`src/include/scanconv_settings.svh`:
```
////////////////////////////////////////////////////////////////////////////
// Widths and pipeline latency for the scan converter output post-processor
////////////////////////////////////////////////////////////////////////////

`ifndef SCANCONV_SETTINGS_SVH
`define SCANCONV_SETTINGS_SVH

// Colour channel width
`define SC_COLOR_W   8

// Horizontal and vertical counter widths
`define SC_HCNT_W    12
`define SC_VCNT_W    11

// Cycles from pixel input sample to pixel output
`define SC_PIPE_LAT  3

// Longest row and column scanline pattern periods
`define SC_SL_ROWS   6
`define SC_SL_COLS   10

`endif

```
`src/design/scanconv_pkg.sv`:
```
////////////////////////////////////////////////////////////////////////////
// Shared vector types and packed config and timing structs
////////////////////////////////////////////////////////////////////////////

`include "scanconv_settings.svh"

package scanconv_pkg;

    typedef logic [`SC_COLOR_W-1:0] color_t;
    typedef logic [`SC_HCNT_W-1:0]  hpos_t;
    typedef logic [`SC_VCNT_W-1:0]  vpos_t;

    typedef struct packed {
        color_t r;
        color_t g;
        color_t b;
    } rgb_t;

    typedef struct packed {
        hpos_t      h_total;
        hpos_t      h_active;
        logic [7:0] h_synclen;
        logic [8:0] h_backporch;
    } h_timing_cfg_t;

    typedef struct packed {
        vpos_t      v_total;
        vpos_t      v_active;
        logic [3:0] v_synclen;
        logic [8:0] v_backporch;
    } v_timing_cfg_t;

    // Mask colour bits select red, green, blue from msb down
    typedef struct packed {
        hpos_t      x_offset;
        hpos_t      x_size;
        vpos_t      y_offset;
        vpos_t      y_size;
        logic [3:0] mask_br;
        logic [2:0] mask_color;
    } window_cfg_t;

    typedef struct packed {
        logic [`SC_SL_ROWS-1:0] row_overlay;
        logic [3:0]             row_str;
        logic [2:0]             row_iv;
        logic [`SC_SL_COLS-1:0] col_overlay;
        logic [3:0]             col_str;
        logic [3:0]             col_iv;
    } scanline_cfg_t;

    typedef struct packed {
        logic  hsync;
        logic  vsync;
        logic  de;
        hpos_t xpos;
        vpos_t ypos;
    } video_timing_t;

    // Thold is the amount subtracted from each channel
    typedef struct packed {
        logic   draw;
        color_t thold;
    } sl_cmd_t;

endpackage

```
`src/design/output_timing_gen.sv`:
```
////////////////////////////////////////////////////////////////////////////
// Progressive output timing with H/V counters, sync, DE and active x/y
////////////////////////////////////////////////////////////////////////////

`timescale 1ns/1ps

module output_timing_gen (
    input  logic                        PCLK_OUT_i,
    input  logic                        rst_i,
    input  scanconv_pkg::h_timing_cfg_t h_cfg_i,
    input  scanconv_pkg::v_timing_cfg_t v_cfg_i,
    output scanconv_pkg::video_timing_t timing_o
);

    scanconv_pkg::hpos_t h_cnt;
    scanconv_pkg::vpos_t v_cnt;
    scanconv_pkg::hpos_t h_act_start;
    scanconv_pkg::hpos_t h_act_end;
    scanconv_pkg::vpos_t v_act_start;
    scanconv_pkg::vpos_t v_act_end;
    logic                h_in_active;
    logic                v_in_active;
    logic                de_next;
    logic                line_start;

    // Active area begins after sync and back porch
    assign h_act_start = scanconv_pkg::hpos_t'(h_cfg_i.h_synclen)
                       + scanconv_pkg::hpos_t'(h_cfg_i.h_backporch);
    assign h_act_end   = h_act_start + h_cfg_i.h_active;
    assign v_act_start = scanconv_pkg::vpos_t'(v_cfg_i.v_synclen)
                       + scanconv_pkg::vpos_t'(v_cfg_i.v_backporch);
    assign v_act_end   = v_act_start + v_cfg_i.v_active;

    assign h_in_active = (h_cnt >= h_act_start) && (h_cnt < h_act_end);
    assign v_in_active = (v_cnt >= v_act_start) && (v_cnt < v_act_end);
    assign de_next     = h_in_active && v_in_active;

    // First active pixel of an active line
    assign line_start  = de_next && (h_cnt == h_act_start);

    always_ff @(posedge PCLK_OUT_i) begin
        if (rst_i) begin
            h_cnt <= '0;
            v_cnt <= '0;
        end else if (h_cnt == h_cfg_i.h_total - 1'b1) begin
            h_cnt <= '0;
            // Vertical counter steps on horizontal wrap
            if (v_cnt == v_cfg_i.v_total - 1'b1) begin
                v_cnt <= '0;
            end else begin
                v_cnt <= v_cnt + 1'b1;
            end
        end else begin
            h_cnt <= h_cnt + 1'b1;
        end
    end

    // Stage 1 timing register
    always_ff @(posedge PCLK_OUT_i) begin
        if (rst_i) begin
            timing_o.hsync <= 1'b1;
            timing_o.vsync <= 1'b1;
            timing_o.de    <= 1'b0;
            timing_o.xpos  <= '0;
            timing_o.ypos  <= '0;
        end else begin
            timing_o.hsync <= (h_cnt >= scanconv_pkg::hpos_t'(h_cfg_i.h_synclen));
            timing_o.vsync <= (v_cnt >= scanconv_pkg::vpos_t'(v_cfg_i.v_synclen));
            timing_o.de    <= de_next;

            if (de_next && !line_start) begin
                timing_o.xpos <= timing_o.xpos + 1'b1;
            end else begin
                timing_o.xpos <= '0;
            end

            // Line index holds through horizontal blanking
            if (!v_in_active) begin
                timing_o.ypos <= '0;
            end else if (line_start) begin
                if (v_cnt == v_act_start) begin
                    timing_o.ypos <= '0;
                end else begin
                    timing_o.ypos <= timing_o.ypos + 1'b1;
                end
            end
        end
    end

endmodule

```
`src/design/pixel_combiner.sv`:
```
////////////////////////////////////////////////////////////////////////////
// Pixel delay line and output stage with scanline, border mask, test pattern
////////////////////////////////////////////////////////////////////////////

`timescale 1ns/1ps

`include "scanconv_settings.svh"

module pixel_combiner (
    input  logic                        PCLK_OUT_i,
    input  logic                        rst_i,
    input  scanconv_pkg::rgb_t          pixel_i,
    input  scanconv_pkg::video_timing_t timing_i,
    input  logic                        mask_en_i,
    input  scanconv_pkg::sl_cmd_t       sl_cmd_i,
    input  scanconv_pkg::window_cfg_t   win_cfg_i,
    input  logic                        testpattern_en_i,
    output scanconv_pkg::rgb_t          pixel_o,
    output logic                        hsync_o,
    output logic                        vsync_o,
    output logic                        de_o,
    output scanconv_pkg::hpos_t         xpos_o,
    output scanconv_pkg::vpos_t         ypos_o
);

    scanconv_pkg::rgb_t          pix_dly [`SC_PIPE_LAT-1];
    scanconv_pkg::video_timing_t timing_s2;
    scanconv_pkg::rgb_t          pix_sl;
    scanconv_pkg::rgb_t          mask_pix;
    scanconv_pkg::color_t        mask_lvl;
    scanconv_pkg::color_t        tp_val;

    function automatic scanconv_pkg::color_t sub_sat(input scanconv_pkg::color_t c,
                                                     input scanconv_pkg::color_t t);
        sub_sat = (c > t) ? scanconv_pkg::color_t'(c - t) : '0;
    endfunction

    // Input pixel runs in step with the timing until the output stage
    always_ff @(posedge PCLK_OUT_i) begin
        pix_dly[0] <= pixel_i;
        for (int i = 1; i < `SC_PIPE_LAT - 1; i++) begin
            pix_dly[i] <= pix_dly[i-1];
        end
    end

    always_ff @(posedge PCLK_OUT_i) begin
        if (rst_i) begin
            timing_s2 <= '{hsync: 1'b1, vsync: 1'b1, de: 1'b0, xpos: '0, ypos: '0};
        end else begin
            timing_s2 <= timing_i;
        end
    end

    assign pix_sl.r = sl_cmd_i.draw ? sub_sat(pix_dly[`SC_PIPE_LAT-2].r, sl_cmd_i.thold)
                                    : pix_dly[`SC_PIPE_LAT-2].r;
    assign pix_sl.g = sl_cmd_i.draw ? sub_sat(pix_dly[`SC_PIPE_LAT-2].g, sl_cmd_i.thold)
                                    : pix_dly[`SC_PIPE_LAT-2].g;
    assign pix_sl.b = sl_cmd_i.draw ? sub_sat(pix_dly[`SC_PIPE_LAT-2].b, sl_cmd_i.thold)
                                    : pix_dly[`SC_PIPE_LAT-2].b;

    // Brightness nibble fills both halves of an enabled channel
    assign mask_lvl   = {2{win_cfg_i.mask_br}};
    assign mask_pix.r = win_cfg_i.mask_color[2] ? mask_lvl : '0;
    assign mask_pix.g = win_cfg_i.mask_color[1] ? mask_lvl : '0;
    assign mask_pix.b = win_cfg_i.mask_color[0] ? mask_lvl : '0;

    assign tp_val = scanconv_pkg::color_t'(timing_s2.xpos)
                  ^ scanconv_pkg::color_t'(timing_s2.ypos);

    // Stage 3 output registers
    always_ff @(posedge PCLK_OUT_i) begin
        if (rst_i) begin
            pixel_o <= '0;
            hsync_o <= 1'b1;
            vsync_o <= 1'b1;
            de_o    <= 1'b0;
            xpos_o  <= '0;
            ypos_o  <= '0;
        end else begin
            if (testpattern_en_i) begin
                pixel_o <= '{r: tp_val, g: tp_val, b: tp_val};
            end else if (mask_en_i) begin
                pixel_o <= mask_pix;
            end else begin
                pixel_o <= pix_sl;
            end
            hsync_o <= timing_s2.hsync;
            vsync_o <= timing_s2.vsync;
            de_o    <= timing_s2.de;
            xpos_o  <= timing_s2.xpos;
            ypos_o  <= timing_s2.ypos;
        end
    end

endmodule

```
`src/design/scanconv_top.sv`:
```
////////////////////////////////////////////////////////////////////////////
// Output post-processor top with timing, window mask, scanlines, combiner
////////////////////////////////////////////////////////////////////////////

`timescale 1ns/1ps

module scanconv_top (
    input  logic                        PCLK_OUT_i,
    input  logic                        rst_i,
    input  scanconv_pkg::rgb_t          pixel_i,
    input  scanconv_pkg::h_timing_cfg_t h_cfg_i,
    input  scanconv_pkg::v_timing_cfg_t v_cfg_i,
    input  scanconv_pkg::window_cfg_t   win_cfg_i,
    input  scanconv_pkg::scanline_cfg_t sl_cfg_i,
    input  logic                        testpattern_en_i,
    output scanconv_pkg::rgb_t          pixel_o,
    output logic                        hsync_o,
    output logic                        vsync_o,
    output logic                        de_o,
    output scanconv_pkg::hpos_t         xpos_o,
    output scanconv_pkg::vpos_t         ypos_o
);

    scanconv_pkg::video_timing_t timing;
    scanconv_pkg::sl_cmd_t       sl_cmd;
    logic                        mask_en;

    output_timing_gen u_timing (
        .PCLK_OUT_i (PCLK_OUT_i),
        .rst_i      (rst_i),
        .h_cfg_i    (h_cfg_i),
        .v_cfg_i    (v_cfg_i),
        .timing_o   (timing)
    );

    // Mask and scanline decisions run side by side on the same position
    window_mask_gen u_mask (
        .PCLK_OUT_i (PCLK_OUT_i),
        .timing_i   (timing),
        .win_cfg_i  (win_cfg_i),
        .mask_en_o  (mask_en)
    );

    scanline_gen u_scanline (
        .PCLK_OUT_i (PCLK_OUT_i),
        .rst_i      (rst_i),
        .timing_i   (timing),
        .sl_cfg_i   (sl_cfg_i),
        .sl_cmd_o   (sl_cmd)
    );

    pixel_combiner u_combiner (
        .PCLK_OUT_i       (PCLK_OUT_i),
        .rst_i            (rst_i),
        .pixel_i          (pixel_i),
        .timing_i         (timing),
        .mask_en_i        (mask_en),
        .sl_cmd_i         (sl_cmd),
        .win_cfg_i        (win_cfg_i),
        .testpattern_en_i (testpattern_en_i),
        .pixel_o          (pixel_o),
        .hsync_o          (hsync_o),
        .vsync_o          (vsync_o),
        .de_o             (de_o),
        .xpos_o           (xpos_o),
        .ypos_o           (ypos_o)
    );

endmodule

```
`src/design/scanline_gen.sv`:
```
////////////////////////////////////////////////////////////////////////////
// Row and column scanline pattern counters and per pixel strength
////////////////////////////////////////////////////////////////////////////

`timescale 1ns/1ps

`include "scanconv_settings.svh"

module scanline_gen (
    input  logic                        PCLK_OUT_i,
    input  logic                        rst_i,
    input  scanconv_pkg::video_timing_t timing_i,
    input  scanconv_pkg::scanline_cfg_t sl_cfg_i,
    output scanconv_pkg::sl_cmd_t       sl_cmd_o
);

    logic [$clog2(`SC_SL_ROWS)-1:0] row_q;
    logic [$clog2(`SC_SL_ROWS)-1:0] row_cur;
    logic [$clog2(`SC_SL_COLS)-1:0] col_q;
    logic [$clog2(`SC_SL_COLS)-1:0] col_cur;
    logic [`SC_SL_ROWS-1:0]         row_sel;
    logic [`SC_SL_COLS-1:0]         col_sel;
    logic                           line_first;
    logic                           row_hit;
    logic                           col_hit;

    assign line_first = timing_i.de && (timing_i.xpos == '0);

    // Pattern position of the current pixel, derived from the last active pixel
    always_comb begin
        row_cur = row_q;
        if (line_first) begin
            if (timing_i.ypos == '0) begin
                row_cur = '0;
            end else if (row_q >= sl_cfg_i.row_iv) begin
                row_cur = '0;
            end else begin
                row_cur = row_q + 1'b1;
            end
        end

        if (line_first) begin
            col_cur = '0;
        end else if (col_q >= sl_cfg_i.col_iv) begin
            col_cur = '0;
        end else begin
            col_cur = col_q + 1'b1;
        end
    end

    always_ff @(posedge PCLK_OUT_i) begin
        if (rst_i) begin
            row_q <= '0;
            col_q <= '0;
        end else if (timing_i.de) begin
            row_q <= row_cur;
            col_q <= col_cur;
        end
    end

    // Shift keeps positions past the overlay width at zero
    assign row_sel = sl_cfg_i.row_overlay >> row_cur;
    assign col_sel = sl_cfg_i.col_overlay >> col_cur;
    assign row_hit = timing_i.de && row_sel[0];
    assign col_hit = timing_i.de && col_sel[0];

    // Rows take priority over columns
    always_ff @(posedge PCLK_OUT_i) begin
        if (rst_i) begin
            sl_cmd_o.draw  <= 1'b0;
            sl_cmd_o.thold <= '0;
        end else if (row_hit) begin
            sl_cmd_o.draw  <= 1'b1;
            sl_cmd_o.thold <= {sl_cfg_i.row_str, 4'hf};
        end else if (col_hit) begin
            sl_cmd_o.draw  <= 1'b1;
            sl_cmd_o.thold <= {sl_cfg_i.col_str, 4'hf};
        end else begin
            sl_cmd_o.draw  <= 1'b0;
            sl_cmd_o.thold <= '0;
        end
    end

endmodule

```
`src/design/window_mask_gen.sv`:
```
////////////////////////////////////////////////////////////////////////////
// Display window test marking pixels outside the visible rectangle
////////////////////////////////////////////////////////////////////////////

`timescale 1ns/1ps

`include "scanconv_settings.svh"

module window_mask_gen (
    input  logic                        PCLK_OUT_i,
    input  scanconv_pkg::video_timing_t timing_i,
    input  scanconv_pkg::window_cfg_t   win_cfg_i,
    output logic                        mask_en_o
);

    logic [`SC_HCNT_W:0] x_pos_ext;
    logic [`SC_HCNT_W:0] x_end;
    logic [`SC_VCNT_W:0] y_pos_ext;
    logic [`SC_VCNT_W:0] y_end;
    logic                x_inside;
    logic                y_inside;

    // One extra bit so offset plus size cannot wrap
    assign x_pos_ext = {1'b0, timing_i.xpos};
    assign y_pos_ext = {1'b0, timing_i.ypos};
    assign x_end     = {1'b0, win_cfg_i.x_offset} + {1'b0, win_cfg_i.x_size};
    assign y_end     = {1'b0, win_cfg_i.y_offset} + {1'b0, win_cfg_i.y_size};

    // Start edge inclusive, end edge exclusive
    assign x_inside = (x_pos_ext >= {1'b0, win_cfg_i.x_offset}) && (x_pos_ext < x_end);
    assign y_inside = (y_pos_ext >= {1'b0, win_cfg_i.y_offset}) && (y_pos_ext < y_end);

    // Stage 2 result, lines up with the scanline command
    always_ff @(posedge PCLK_OUT_i) begin
        mask_en_o <= !(x_inside && y_inside);
    end

endmodule

```
`config.mk`:
```
export PLATFORM = sky130hd
export DESIGN_NAME = scanconv_top
export DESIGN_NICKNAME = d
export VERILOG_FILES = /design/src/design/scanconv_pkg.sv /design/src/design/output_timing_gen.sv /design/src/design/pixel_combiner.sv /design/src/design/scanconv_top.sv /design/src/design/scanline_gen.sv /design/src/design/window_mask_gen.sv
export VERILOG_INCLUDE_DIRS = /design/src /design/src/include
export SDC_FILE = /design/constraint.sdc
export NUM_CORES = 1
export LEC_CHECK = 0
export ABC_AREA = 1
export BUFFER_PORTS_ARGS = -buffer_cell sky130_fd_sc_hd__buf_4
export CAP_MARGIN = 25
export CORE_MARGIN = 1
export CORE_UTILIZATION = 40
export DETAILED_ROUTE_END_ITERATION = 8
export GPL_ROUTABILITY_DRIVEN = 0
export PLACE_DENSITY = 0.68
export SKIP_CTS_REPAIR_TIMING = 1
export SLEW_MARGIN = 15
export SYNTH_ARGS = -nofsm -noshare
export SYNTH_HDL_FRONTEND = slang
export SYNTH_SLANG_ARGS = --single-unit
```
`constraint.sdc`:
```
create_clock -name PCLK_OUT_i -period 8.18 [get_ports PCLK_OUT_i]
set_input_delay 0.409 -clock PCLK_OUT_i [delete_from_list [all_inputs] [get_ports PCLK_OUT_i]]
set_output_delay 0.409 -clock PCLK_OUT_i [all_outputs]
set_load 0.01 [all_outputs]
```
==> results of run 1 <==
-- final cells by class --
| class | instances | area, µm² |
|---|---|---|
| well taps | 448 | 560.5 |
| clock inverters | 14 | 181.4 |
| inverters | 273 | 1025 |
| multi-input cells | 1437 | 8848 |
| repair buffers | 239 | 1794 |
| clock buffers | 18 | 429.2 |
| flip-flops and latches | 186 | 3724 |
| fillers | 3268 | 17050 |
-- per-layer routing --
metal	GRT usage	routed length, µm	vias to the layer above
met3	0.03865	1905	50
met2	0.3590	17140	336
met1	0.2585	16790	5872
li1	-	-	6773
met4	0.06148	719	2
met5	0	17	-
-- sequential cells by signal (all words and copies together) (netlist names) --
register,cells
u_timing.timing_o,26
u_combiner.hsync_o,1
u_timing.h_cnt,12
u_mask.mask_en_o,1
u_combiner.vsync_o,1
u_combiner.pixel_o,24
u_scanline.col_q,4
u_combiner.ypos_o,11
u_scanline.sl_cmd_o,5
u_timing.v_cnt,11
u_combiner.timing_s2,26
u_scanline.row_q,3
u_combiner.de_o,1
u_combiner.xpos_o,12
u_combiner.pix_dly,48
-- worst paths after layout --
path | end | cells past startpoint
worst max-delay path | u_timing.timing_o[5] | 29
worst min-delay path | u_combiner.pix_dly[0][15] | 1
worst max register to register | u_combiner.pixel_o[14] | 13
worst min register to register | u_combiner.pix_dly[0][41] | 0
-- kinds of logic after synthesis --
| family | share of synthesized area |
|---|---|
| and+or+nand+nor | 0.2603 |
| buffers and inverters | 0.08438 |
| AOI/OAI and AO/OA | 0.1171 |
| adders and majority gates | 0.1908 |
| DFF | 0.2712 |
| xor gates and xnor gates | 0.07627 |
-- power groups by stage --
stage	Combinational (mW)	Clock, mW	Sequential [mW]
floorplan	0.371	0	0.953
global placement	0.533	0	0.955
detailed placement	0.551	0	0.955
CTS	0.555	0.860	0.934
global route	0.630	0.896	0.936
finish	0.554	0.836	0.934
-- layout by cell type (no fill, tap or decap), types with 17 or more instances in the layout --
cell type and instances:
a21oi_1 166, buf_4 239, clkbuf_16 17, dfxtp_1 186, ha_1 195, inv_1 271
nand2_1 380, nand3_1 111, nand4_1 35, nor2_1 195, nor3_1 41, o21ai_0 75
xnor2_1 33, xor2_1 84
-- stage by stage --
step | setup WS [ps] | std cells | area, µm²
finish | 3058 | 2615 | 16560
global route | 2498 | 2615 | 16560
CTS | 3050 | 2615 | 16560
detailed placement | 2590 | 2583 | 15950
global placement | 2911 | 2583 | 15950
floorplan | 3738 | 1925 | 13730
-- worst reg2reg max path, cell delays in order, from the launching register on --
cell and delay, ps:
dfxtp_1 600, inv_1 340, buf_4 330, ha_1 430
nand3_1 110, nand3_1 140, nand3_1 90, nand3_1 80
nand2_1 150, o21ai_0 270, nand2_1 70, nand2_1 80
nand2_1 50, a21oi_1 260
==> impl_metrics.py, run 1 <==
metrics = {
    "outcome": {
        "status": "complete, no violations",
    },
    "route": {
        "drt_first_pass_iters": 5,
        "vias_per_cell": 4.984,
        "ant_nets": 0,
        "postRouteWirelength_um": 36580,
        "vias": 13033,
        "drt-initial-drc-count": 655,
        "drc": 0,
        "wire_per_inst_um": 13.99,
    },
    "pwr": {
        "p_leak_nw": 8.264,
        "irDropWorstVdd_mv": 0.1567,
        "power_mw": 2.325,
        "pwr-share-comb": 0.238,
        "power_frac_seq": 0.402,
        "switchingPower_mw": 0.7144,
        "p_per_area_mw_per_mm2": 140.4,
        "p_int_mw": 1.610,
        "swShare": 0.3073,
        "clkPwrFrac": 0.360,
    },
    "sta": {
        "post-route-period-util": 0.6261,
        "tns_ps": 0,
        "grt_setup_unrepaired": "false",
        "maxSlewViolCount": 0,
        "hold_ws_ps": 63.97,
        "fmax_mhz": 195.3,
        "setup_viol": 0,
        "max_slew_margin": 0.3981,
        "skew_ps": 14.03,
        "fin_crit_ps": 5122,
        "finalHoldViolCount": 0,
        "tightest_slew_ps": 901.9,
    },
    "floorplan": {
        "pin_count": 237,
        "core_region_area_mm2": 0.03362,
        "die_area_mm2": 0.03507,
        "fp.dieW_um": 187.3,
        "fp.dieH_um": 187.3,
        "row_count": 67,
        "initial_core_util": 0.4085,
    },
    "placed_design": {
        "port-buffer-count": 236,
        "dp_hpwl_um": 30040,
    },
    "yosys": {
        "synthFlopType": "dfxtp_1",
        "ys_ff_latch": 186,
        "seq_area_frac_synth": 0.2712,
        "yosysTopAreaCellShare": 0.2712,
        "synth_cell_types": 49,
        "yosys.area.top_type": "dfxtp_1",
        "yosysWarnings": 0,
        "syn-num-nets": 2316,
        "synthTopCellsByCount": "nand2_1 (380), inv_1 (271), ha_1 (195), nor2_1 (195), dfxtp_1 (186)",
        "synth.area.top_cells": "dfxtp_1 (27%), ha_1 (18%), nand2_1 (10%), inv_1 (7.4%), a21oi_1 (6.1%)",
        "synthCells": 1925,
        "synth-edff-count": 0,
        "netlist_area_mm2": 0.01373,
        "yosysMostFrequentCell": "nand2_1",
        "async_reset_ff_frac": 0,
        "syn_avg_cell_area_um2": 7.133,
    },
    "cells_and_area": {
        "syn2layout_area_growth_pct": 20.62,
        "postLayoutCoreUtil": 0.4927,
        "antenna_cells": 0,
        "drive_gt1_frac": 0.1435,
        "num-nets-final": 2545,
    },
    "cts": {
        "insertion_delay_ps": 440,
        "clock-sinks": 186,
        "clockBufferDepth": 2,
        "cts_tree": "yes",
        "clkTransAtPathRegs_ps": 80,
        "cts_root_buf": "clkbuf_16",
        "cts_made_buffers": 17,
        "h-tree-depth": 4,
    },
    "worst_setup_path": {
        "path_buf_inv": 5,
        "cp-start-kind": "input pin",
        "rr_startpoint": "u_scanline.sl_cmd_o[3]",
        "crit_fanout": 12,
        "required_ps": 8480,
        "r2r_slack_ps": 5080,
        "cp-startpoint": "h_cfg_i[9]",
        "cpMaxStageDelayCell": "fa_1",
        "cpPeakStageDelay_ps": 400,
        "cp.arrival_ps": 5420,
        "end_kind": "flip-flop",
        "cp_top_family": "compound AO/OA/AOI/OAI gates",
        "crit_type": "input pin to flip-flop",
    },
    "global_route": {
        "grt_pass1_wl_um": 59640,
        "grt_pass1_vias": 12744,
        "antenna_found_initial": 2,
        "grt_max_degree": 53,
        "grt_remaining_overflow": 0,
        "grt.total_usage": 0.2069,
    },
    "hold_path": {
        "hold_class": "input pin to flip-flop",
        "min_from": "pixel_i[15]",
    },
    "run": {
        "cap_violations": 0,
    },
}
Note: power is estimated with default switching activity, not from simulation.
==> run 2, diff against run 1 <==
- clock period: 8.18 -> 5.25 ns (I/O delays scaled with it)
==> impl_metrics.py, run 2 (synthesis gave the netlist of run 1 again) <==
metrics = {
    "route": {
        "drt-initial-drc-count": 813,
        "postRouteWirelength_um": 36670,
        "wire_per_inst_um": 13.89,
        "drt_first_pass_iters": 6,
        "ant_nets": 0,
        "vias_per_cell": 4.970,
        "drc": 0,
        "vias": 13120,
    },
    "global_route": {
        "top_usage_layer": "met2",
        "grt_remaining_overflow": 0,
        "grtUsageMet3": 0.03846,
        "grt.total_usage": 0.2096,
        "antenna_found_initial": 1,
        "grt_pass1_wl_um": 60230,
        "grtUsageMet2": 0.3623,
        "use_met1": 0.2627,
        "grt_pass1_vias": 12780,
        "grt_max_degree": 53,
    },
    "sta": {
        "tns_ps": 0,
        "hold_ws_ps": 145.8,
        "skew_ps": 11.29,
        "finalHoldViolCount": 0,
        "max_slew_margin": 0.3685,
        "tightest_slew_ps": 946.2,
        "grt_setup_unrepaired": "false",
        "maxSlewViolCount": 0,
        "setup_viol": 0,
        "post-route-period-util": 0.8861,
        "fmax_mhz": 215.0,
        "fin_crit_ps": 4652,
    },
    "cts": {
        "cts_tree": "yes",
        "clockBufferDepth": 2,
        "clkTransAtPathRegs_ps": 70,
        "insertion_delay_ps": 440,
        "clock-sinks": 186,
        "cts_root_buf": "clkbuf_16",
        "h-tree-depth": 4,
        "cts_made_buffers": 17,
    },
    "outcome": {
        "status": "complete, no violations",
    },
    "floorplan": {
        "row_count": 67,
        "core_region_area_mm2": 0.03362,
        "initial_core_util": 0.4085,
        "pin_count": 237,
        "fp.dieH_um": 187.3,
        "die_area_mm2": 0.03507,
        "fp.dieW_um": 187.3,
    },
    "worst_setup_path": {
        "cpMaxStageDelayCell": "fa_1",
        "crit_fanout": 11,
        "rr_startpoint": "u_scanline.sl_cmd_o[3]",
        "path_buf_inv": 5,
        "cpPeakStageDelay_ps": 390,
        "reg2reg_to": "u_combiner.pixel_o[6]",
        "end_kind": "flip-flop",
        "required_ps": 5560,
        "crit_path_frequent_cell": "nand2_1",
        "cp_top_family": "compound AO/OA/AOI/OAI gates",
        "r2r_slack_ps": 1970,
        "crit_type": "input pin to flip-flop",
        "cp-start-kind": "input pin",
        "cp.arrival_ps": 4960,
        "reg2reg_depth": 13,
    },
    "pwr": {
        "p_leak_nw": 8.366,
        "p_per_area_mw_per_mm2": 216.8,
        "swShare": 0.3064,
        "pwr-share-comb": 0.241,
        "power_frac_seq": 0.400,
        "irDropWorstVdd_mv": 0.2349,
        "switchingPower_mw": 1.115,
        "clkPwrFrac": 0.359,
        "p_int_mw": 2.525,
    },
    "run": {
        "cap_violations": 0,
    },
    "hold_path": {
        "min_path_cells": 5,
        "holdPathEnd": "u_scanline.sl_cmd_o[7]",
        "min_from": "sl_cfg_i[7]",
        "hold_class": "input pin to flip-flop",
    },
    "cells_and_area": {
        "fillers": 3296,
        "syn2layout_area_growth_pct": 22.32,
        "layout.cells.most_common": "nand2_1",
        "antenna_cells": 0,
        "largest_register": "u_combiner.pix_dly",
        "reg.largest.list": "u_combiner.pix_dly x48, u_combiner.timing_s2 x26, u_timing.timing_o x26",
        "drive_gt1_frac": 0.1428,
        "largest_reg_flops": 48,
        "design_area_mm2": 0.01679,
        "layout_common_cells": "nand2_1 (379), inv_1 (271), buf_4 (240), nor2_1 (195), ha_1 (195)",
        "num-nets-final": 2570,
    },
    "placed_design": {
        "port-buffer-count": 236,
        "dp_hpwl_um": 29760,
        "placed_area_mm2": 0.01596,
    },
}
==> run 2: cell types whose count changed in the layout (fill, tap and decap cells not counted), sizes merged <==
cell,before,now
dlygate4sd3,0,24
clkinv,8,5
inv,278,280
buf,239,240
clkbuf,18,19
==> run 2: cell type report <==
type / count / area, µm² / area share
multi-input cells: 1437 / 8851 / 0.5270
flip-flops and latches: 186 / 3724 / 0.2217
repair buffers: 264 / 2042 / 0.1216
inverters: 273 / 1025 / 0.06101
well taps: 448 / 560.5 / 0.03338
clock buffers: 19 / 442.9 / 0.02637
clock inverters: 13 / 150.1 / 0.008940
==> run 2: stage by stage <==
step                      setup slack (ps)    util  std cells  total power [mW]
final                                598.2  0.4996       2640             3.641
after global routing                 131.6  0.4996       2640             3.856
after CTS                            496.6  0.4924       2616             3.656
after detailed placement             72.27  0.4747       2584             2.345
after global placement               297.2  0.4747       2584             2.320
after floorplan                      954.6       -       1925             2.063
==> run 2: worst max-delay path by stage <==
stage	from	cells past startpoint	to
after global placement	h_cfg_i[9]	28	u_timing.timing_o[20]
after floorplan	h_cfg_i[0]	29	u_timing.timing_o[1]
after global routing	h_cfg_i[9]	29	u_timing.timing_o[10]
after CTS	h_cfg_i[9]	28	u_timing.timing_o[20]
after detailed placement	h_cfg_i[9]	28	u_timing.timing_o[18]
final	h_cfg_i[9]	29	u_timing.timing_o[10]
==> run 2: worst reg2reg max path: cells and delay by family, from the launching register on <==
family	cells	cell delay, ps
adders and majority gates	1	410
DFF	1	600
buffers and inverters	2	860
and+or+nand+nor	8	770
AOI/OAI and AO/OA	2	540
==> run 2: power groups by stage <==
| stage | combinational (mW) | clock, mW | sequential, mW |
|---|---|---|---|
| finish | 0.877 | 1.31 | 1.46 |
| global route | 1.00 | 1.40 | 1.46 |
| CTS | 0.863 | 1.34 | 1.46 |
| detailed placement | 0.857 | 0 | 1.49 |
| global placement | 0.831 | 0 | 1.49 |
| floorplan | 0.578 | 0 | 1.48 |
==> run 2: layer usage <==
layer	wire length, µm	up-vias
met5	13	-
met4	865	2
met3	2041	54
met2	16970	401
met1	16790	5851
li1	-	6812
